<file path="src/logic/dpTypesPkg.sv">
// Data types shared by the datapath blocks and the testbench: the bus word, Z content, ALU opcodes
`default_nettype none

package dpTypesPkg;

  localparam int dpWordBits = 32; // width of the shared bus

  // one bus word, also the width of every register
  typedef logic [dpWordBits-1:0] dpWord_t;

  // Z register content, high word on top
  typedef struct packed {
    dpWord_t hi; // upper half, carries or shifted-out bits
    dpWord_t lo; // lower half, the usual result
  } dpWide_t;

  // ALU opcodes, numbered like the instruction opcode field
  typedef enum logic [4:0] {
    opAnd = 5'd1,
    opOr  = 5'd2,
    opAdd = 5'd3,
    opSub = 5'd4,
    opShl = 5'd5, // Y shifted left by bus[4:0]
    opShr = 5'd6, // logical shift right
    opNeg = 5'd7, // unary, works on the bus only
    opNot = 5'd8  // unary as well
  } aluOp_t;

endpackage : dpTypesPkg

`default_nettype wire

</file>
<file path="src/logic/dpCtrlPkg.sv">
// Control strobe bundles for the datapath, driven cycle by cycle by the sequencer or testbench
`default_nettype none

package dpCtrlPkg;

  // Bus output strobes of the fixed sources.
  // The general registers have their own one-hot vector, sized by numRegs.
  // Together with that vector at most one bit may be high per cycle.
  typedef struct packed {
    logic pcOut;  // PC onto the bus
    logic mdrOut; // MDR onto the bus
    logic zHiOut; // upper Z word onto the bus
    logic zLoOut; // lower Z word onto the bus
  } srcStrobes_t;

  // Load strobes, each sampled at the rising edge that ends its cycle.
  // memRead is a level that steers the MDR input, incPc steers the Z input.
  typedef struct packed {
    logic pcIn;    // PC takes the bus
    logic marIn;   // MAR takes the bus
    logic mdrIn;   // MDR takes memory or bus
    logic irIn;    // IR takes the bus
    logic yIn;     // Y takes the bus
    logic zIn;     // Z takes the ALU result
    logic memRead; // MDR source is memory data
    logic incPc;   // ALU forms bus + 1
  } loadStrobes_t;

endpackage : dpCtrlPkg

`default_nettype wire

</file>
<file path="src/logic/busSource.sv">
// Bus source block: PC, MAR, MDR and IR registers and the encoder that drives the shared bus
`default_nettype none
`timescale 1ns/100ps

module busSource (
  input  logic                   Clock,
  input  logic                   rstN,
  input  dpCtrlPkg::srcStrobes_t srcSel,
  input  dpCtrlPkg::loadStrobes_t loadSel,
  input  dpTypesPkg::dpWord_t    memDataIn,
  input  dpTypesPkg::dpWord_t    regReadWord,
  input  dpTypesPkg::dpWord_t    zHi,
  input  dpTypesPkg::dpWord_t    zLo,
  input  logic                   regOutEn,
  output dpTypesPkg::dpWord_t    busValue,
  output dpTypesPkg::dpWord_t    memAddr,
  output dpTypesPkg::dpWord_t    irValue
);

  import dpTypesPkg::*;

  dpWord_t pcReg;
  dpWord_t marReg;
  dpWord_t mdrReg;
  dpWord_t irReg;
  dpWord_t mdrNext;

  // MDR input mux, memory wins while memRead is up
  assign mdrNext = loadSel.memRead ? memDataIn : busValue;

  always_ff @(posedge Clock) begin
    if (!rstN) begin
      pcReg  <= '0;
      marReg <= '0;
      mdrReg <= '0;
      irReg  <= '0;
    end else begin
      if (loadSel.pcIn) begin
        pcReg <= busValue;
      end
      if (loadSel.marIn) begin
        marReg <= busValue;
      end
      if (loadSel.mdrIn) begin
        mdrReg <= mdrNext;
      end
      if (loadSel.irIn) begin
        irReg <= busValue;
      end
    end
  end

  // Bus encoder. Strobes are one-hot, so an AND-OR tree is enough and
  // an idle bus falls out as 0 without a separate default term.
  always_comb begin
    busValue = '0;
    busValue = busValue | ({$bits(dpWord_t){srcSel.pcOut}} & pcReg);
    busValue = busValue | ({$bits(dpWord_t){srcSel.mdrOut}} & mdrReg);
    busValue = busValue | ({$bits(dpWord_t){srcSel.zHiOut}} & zHi);
    busValue = busValue | ({$bits(dpWord_t){srcSel.zLoOut}} & zLo);
    busValue = busValue | ({$bits(dpWord_t){regOutEn}} & regReadWord); // word is 0 if no reg
  end

  assign memAddr = marReg; // MAR drives the memory address lines
  assign irValue = irReg;  // decoder would sit here

endmodule : busSource

`default_nettype wire

</file>
<file path="src/logic/regFile.sv">
// General-purpose register file: loads from the bus on one-hot strobes and reads one word back
`default_nettype none
`timescale 1ns/100ps

module regFile #(
  parameter int numRegs = 16
) (
  input  logic                Clock,
  input  logic                rstN,
  input  logic [numRegs-1:0]  regInSel,
  input  logic [numRegs-1:0]  regOutSel,
  input  dpTypesPkg::dpWord_t busValue,
  output dpTypesPkg::dpWord_t regReadWord,
  output logic                regOutEn
);

  import dpTypesPkg::*;

  dpWord_t regs [numRegs];

  // several input strobes may be high together, each register captures
  always_ff @(posedge Clock) begin
    if (!rstN) begin
      for (int i = 0; i < numRegs; i++) begin
        regs[i] <= '0;
      end
    end else begin
      for (int i = 0; i < numRegs; i++) begin
        if (regInSel[i]) begin
          regs[i] <= busValue;
        end
      end
    end
  end

  // one-hot read-out, gives 0 when nothing is selected
  always_comb begin
    regReadWord = '0;
    for (int i = 0; i < numRegs; i++) begin
      regReadWord = regReadWord | ({$bits(dpWord_t){regOutSel[i]}} & regs[i]);
    end
  end

  assign regOutEn = |regOutSel; // tells the encoder a register owns the bus

endmodule : regFile

`default_nettype wire

</file>
<file path="src/logic/aluUnit.sv">
// ALU block: Y operand register, the ALU itself and the 64-bit Z result register
`default_nettype none
`timescale 1ns/100ps

module aluUnit (
  input  logic                    Clock,
  input  logic                    rstN,
  input  dpCtrlPkg::loadStrobes_t loadSel,
  input  dpTypesPkg::aluOp_t      aluOp,
  input  dpTypesPkg::dpWord_t     busValue,
  output dpTypesPkg::dpWord_t     zHi,
  output dpTypesPkg::dpWord_t     zLo
);

  import dpTypesPkg::*;

  dpWord_t   yReg;
  dpWide_t   zReg;
  dpWide_t   aluResult;
  logic [4:0] shiftAmt;

  assign shiftAmt = busValue[4:0]; // only the low bits count

  always_ff @(posedge Clock) begin
    if (!rstN) begin
      yReg <= '0;
    end else if (loadSel.yIn) begin
      yReg <= busValue;
    end
  end

  // Y is the first operand, the bus the second
  always_comb begin
    aluResult = '0;
    if (loadSel.incPc) begin
      aluResult.lo = busValue + 32'd1; // PC increment, opcode ignored
    end else begin
      case (aluOp)
        opAnd: aluResult.lo = yReg & busValue;
        opOr:  aluResult.lo = yReg | busValue;
        opAdd: aluResult = {32'd0, yReg} + {32'd0, busValue}; // carry ends up in hi
        opSub: begin
          // sign-extended so hi holds the borrow as all ones
          aluResult = {{32{yReg[31]}}, yReg} - {{32{busValue[31]}}, busValue};
        end
        opShl: aluResult = {32'd0, yReg} << shiftAmt; // bits shifted out land in hi
        opShr: aluResult.lo = yReg >> shiftAmt;
        opNeg: aluResult.lo = ~busValue + 32'd1;
        opNot: aluResult.lo = ~busValue;
        default: aluResult = '0;
      endcase
    end
  end

  always_ff @(posedge Clock) begin
    if (!rstN) begin
      zReg <= '0;
    end else if (loadSel.zIn) begin
      zReg <= aluResult;
    end
  end

  assign zHi = zReg.hi;
  assign zLo = zReg.lo; // read back with zLoOut

endmodule : aluUnit

`default_nettype wire

</file>
<file path="src/logic/dataPath.sv">
// Datapath top level: wires the bus source block, register file and ALU around the shared bus
`default_nettype none
`timescale 1ns/100ps

module dataPath #(
  parameter int numRegs = 16
) (
  input  logic                    Clock,
  input  logic                    rstN,
  input  dpCtrlPkg::srcStrobes_t  srcSel,
  input  dpCtrlPkg::loadStrobes_t loadSel,
  input  logic [numRegs-1:0]      regOutSel,
  input  logic [numRegs-1:0]      regInSel,
  input  dpTypesPkg::aluOp_t      aluOp,
  input  dpTypesPkg::dpWord_t     memDataIn,
  output dpTypesPkg::dpWord_t     busValue,
  output dpTypesPkg::dpWord_t     memAddr,
  output dpTypesPkg::dpWord_t     irValue
);

  import dpTypesPkg::*;

  dpWord_t regReadWord;
  logic    regOutEn;
  dpWord_t zHi;
  dpWord_t zLo;

  busSource u_busSource (
    .Clock       (Clock),
    .rstN        (rstN),
    .srcSel      (srcSel),
    .loadSel     (loadSel),
    .memDataIn   (memDataIn),
    .regReadWord (regReadWord),
    .zHi         (zHi),
    .zLo         (zLo),
    .regOutEn    (regOutEn),
    .busValue    (busValue),
    .memAddr     (memAddr),
    .irValue     (irValue)
  );

  regFile #(
    .numRegs (numRegs)
  ) u_regFile (
    .Clock       (Clock),
    .rstN        (rstN),
    .regInSel    (regInSel),
    .regOutSel   (regOutSel),
    .busValue    (busValue),
    .regReadWord (regReadWord),
    .regOutEn    (regOutEn)
  );

  aluUnit u_aluUnit (
    .Clock    (Clock),
    .rstN     (rstN),
    .loadSel  (loadSel),
    .aluOp    (aluOp),
    .busValue (busValue),
    .zHi      (zHi),
    .zLo      (zLo)
  );

endmodule : dataPath

`default_nettype wire

</file>
<file path="config.mk">
export PLATFORM = sky130hd
export DESIGN_NAME = dataPath
export DESIGN_NICKNAME = d
export VERILOG_FILES = /design/src/logic/dpTypesPkg.sv /design/src/logic/dpCtrlPkg.sv /design/src/logic/busSource.sv /design/src/logic/regFile.sv /design/src/logic/aluUnit.sv /design/src/logic/dataPath.sv
export SDC_FILE = /design/constraint.sdc
export NUM_CORES = 2
export LEC_CHECK = 0
export ABC_AREA = 0
export BUFFER_PORTS_ARGS = -buffer_cell sky130_fd_sc_hd__buf_2
export CORE_ASPECT_RATIO = 0.6
export CORE_MARGIN = 2
export CORE_UTILIZATION = 51
export DETAILED_ROUTE_END_ITERATION = 12
export PLACE_DENSITY_LB_ADDON = 0.08
export REMOVE_ABC_BUFFERS = 1
export SLEW_MARGIN = 5
export SYNTH_ARGS = -nofsm -noshare
export SYNTH_HDL_FRONTEND = slang
export SYNTH_SLANG_ARGS = --single-unit
</file>
<file path="constraint.sdc">
create_clock -name Clock -period 16.1 [get_ports Clock]
set_input_delay 0.805 -clock Clock [delete_from_list [all_inputs] [get_ports Clock]]
set_output_delay 0.805 -clock Clock [all_outputs]
set_load 0.03 [all_outputs]
</file>
==> run metrics <==
commonest non-fill, non-tap cell in the layout edfxtp_1; Cell Pwr Density 110 nW/um2; top cells by area, synth edfxtp_1, dfxtp_1, and3_1, nor2_1, a22oi_1; R2R depth 17; hold buffers post-CTS 0; Die W 368 um; worst vdd ir 74.8 uV; post-synth top area cell edfxtp_1; num ports 179; wirelength, routed 190,000 um; root buffer cell clkbuf_16; DRT Pass-1 Iters 6; Die ar. 82,000 um2; Worst-Skew Late Latency 0.68 ns; min-delay worst type flip-flop to flip-flop; fin. max-slew vios 0; post-CTS setup buffers 0; CTS tree built; Vias per Instance 7.32; CP startpoint kind primary input; Design Power 0.00490 W; Initial DRC Count 7,317; skew final 0.0399 ns; grt ovf 0; GRT Total Usage 0.451; CTS HTree Levels 3; vias 38,300; setup slack, reg-to-reg 10.03 ns; clock transition at the registers of the reported paths 0.06 ns; final hold violation count 0; first-pass GRT wire length 265,000 um; pin slew with the least headroom to its limit 1.28 ns; Die Y 223 um; # resized after CTS 0; CP cell instances buf_2 > buf_4 > a22oi_1 > nand4_1 > nor4_4 > buf_4 > inv_2 > buf_4 > ha_1 > fa_1 > nor3_1 > a221oi_2 > a2111oi_4 > o21ai_0 > nand3_1 > a41o_1 > a21oi_1 > o21ai_2 > o21ai_0; RSZ-0062 raised after global routing false; Max stage delay on crit path 0.98 ns; MaxCap Viol Count 0; Initial Util 0.513; CP Capture Point u_aluUnit.zHi[15]; largest net degree at the start of global routing 98; initial antenna violation count 9; Worst Setup SP srcSel[0]; DR DRC count 0; setup_tns 0 ns; number of synthesized flops with an enable pin 512; num rows 80; share of cells above drive strength 1 0.127; final worst slack 9.70 ns; leak pwr 17.5 nW; Mapped Cells 4,122; pre-CTS WS 9.27 ns; Tmin final 6.40 ns; area grow syn2layout 10.0%; Crit-path slowest cell o21ai_2; crit path max fanout 41; WP data arrival 6.86 ns; Final ANT Viol Nets 0; CP Class primary input to flip-flop; Max clock buf depth 3; Netlist Area Pre-Place 40,600 um2; relative slew slack 0.135; fraction of registers with async set/reset 0; sequential element share of the synthesized area 0.489; I/O Buffers 178; Final Cycle Share 0.398; fmax 0.156 GHz; status complete, no violations; Main synth FF type edfxtp_1; synthesis-stage register bit count 736; total CTS buffers 73; NumNets Final 4,262; mean post-synth cell area 9.86 um2; clk sinks 736; vias in the first global route 34,300; most frequent cells in the layout edfxtp_1, nor2_1, and3_1, nand2_1, dfxtp_1; crit end category flip-flop; Final setup violation count 0; area share of the largest cell type after synthesis 0.378; post-synthesis cell type count 97; Warnings, synthesis 0; most used cell, CP buf_4; HPWL Detailed 123,000 um; Worst EP required 16.55 ns; gp weighted congestion 1.10; drt wl/cell 36.3 um; core area 79,200 um2; R2R Path End u_aluUnit.zHi[15]; FF-to-FF Start u_regFile.regs[0][224]
## power by group
group | internal (W) | leakage, nW | switching, W
sequential | 0.00218 | 7.29 | 0.0000843
clock | 0.000974 | 1.15 | 0.000783
combinational | 0.000266 | 9.07 | 0.000616
## registers in the layout, indices dropped and copies added, names as in the netlist
signal / flops
u_busSource.mdrReg: 32
u_busSource.memAddr: 32
u_aluUnit.yReg: 32
u_aluUnit.zHi: 32
u_regFile.regs: 512
u_busSource.pcReg: 32
u_busSource.irValue: 32
u_aluUnit.zLo: 32
## logic make-up after synthesis
logic type      synth area share
fa+ha+maj                 0.0219
mux                       0.0375
flops                      0.489
compound gates             0.209
xor+xnor                  0.0170
simple gates               0.175
buf+inv                   0.0508
## through the flow
stage          std cells  cell area (um2)  utilization  hold slack (ns)
2_1_floorplan       3715            39000            -            0.422
3_3_place_gp        5100            42300        0.535            0.469
3_5_place_dp        5100            42300        0.535            0.474
4_1_cts             5235            44700        0.565            0.458
5_1_grt             5235            44700        0.565            0.499
6_report            5237            44700        0.565            0.481
## cell usage after synthesis, types with 42 or more instances
| cell | count |
|---|---|
| and2_1 | 56 |
| xnor2_1 | 69 |
| a21oi_1 | 156 |
| a22o_1 | 80 |
| o21ai_0 | 190 |
| a31oi_1 | 43 |
| buf_2 | 72 |
| nand2_1 | 264 |
| a211oi_1 | 168 |
| nand3_1 | 59 |
| o211ai_1 | 42 |
| edfxtp_1 | 512 |
| inv_1 | 83 |
| ha_1 | 68 |
| a22oi_1 | 169 |
| clkbuf_1 | 289 |
| nor3_1 | 124 |
| dfxtp_1 | 224 |
| mux2i_1 | 123 |
| nor2_1 | 374 |
| nand4_1 | 53 |
| and3_1 | 335 |
| a221oi_1 | 105 |
## worst min path at each step
stage / start / end / slack [ns] / depth (start not counted)
final: u_busSource.memAddr[0] / u_busSource.memAddr[0] / 0.48 / 2
after CTS: memDataIn[20] / u_busSource.mdrReg[20] / 0.46 / 5
after global placement: u_busSource.memAddr[3] / u_busSource.memAddr[3] / 0.47 / 2
after floorplan: u_aluUnit.zHi[31] / u_aluUnit.zHi[31] / 0.42 / 2
after global routing: u_busSource.irValue[22] / u_busSource.irValue[22] / 0.50 / 2
after detailed placement: u_busSource.memAddr[11] / u_busSource.memAddr[11] / 0.47 / 2
## cell type report
cell class / instances / area (um2)
fillers: 7022 / 34400
flip-flops and latches: 736 / 19900
multi-input cells: 2880 / 18800
clock buffers: 113 / 2140
repair buffers: 319 / 1960
well taps: 1066 / 1330
inverters: 99 / 382
clock inverters: 22 / 240
diodes: 2 / 5.00
## worst max-delay path: cells and delay by family
| family | cells | cell delay [ns] |
|---|---|---|
| compound gates | 8 | 2.78 |
| buf+inv | 5 | 1.26 |
| simple gates | 4 | 1.23 |
| fa+ha+maj | 2 | 0.69 |
## per-layer routing
layer / vias up / GRT usage / wire length [um]
li1: 15700 / - / -
met3: 437 / 0.165 / 32400
met4: 4 / 0.143 / 6730
met2: 3557 / 0.591 / 73100
met1: 18600 / 0.680 / 77600
met5: - / 0.00175 / 21
Note: power is estimated with default switching activity, not from simulation.
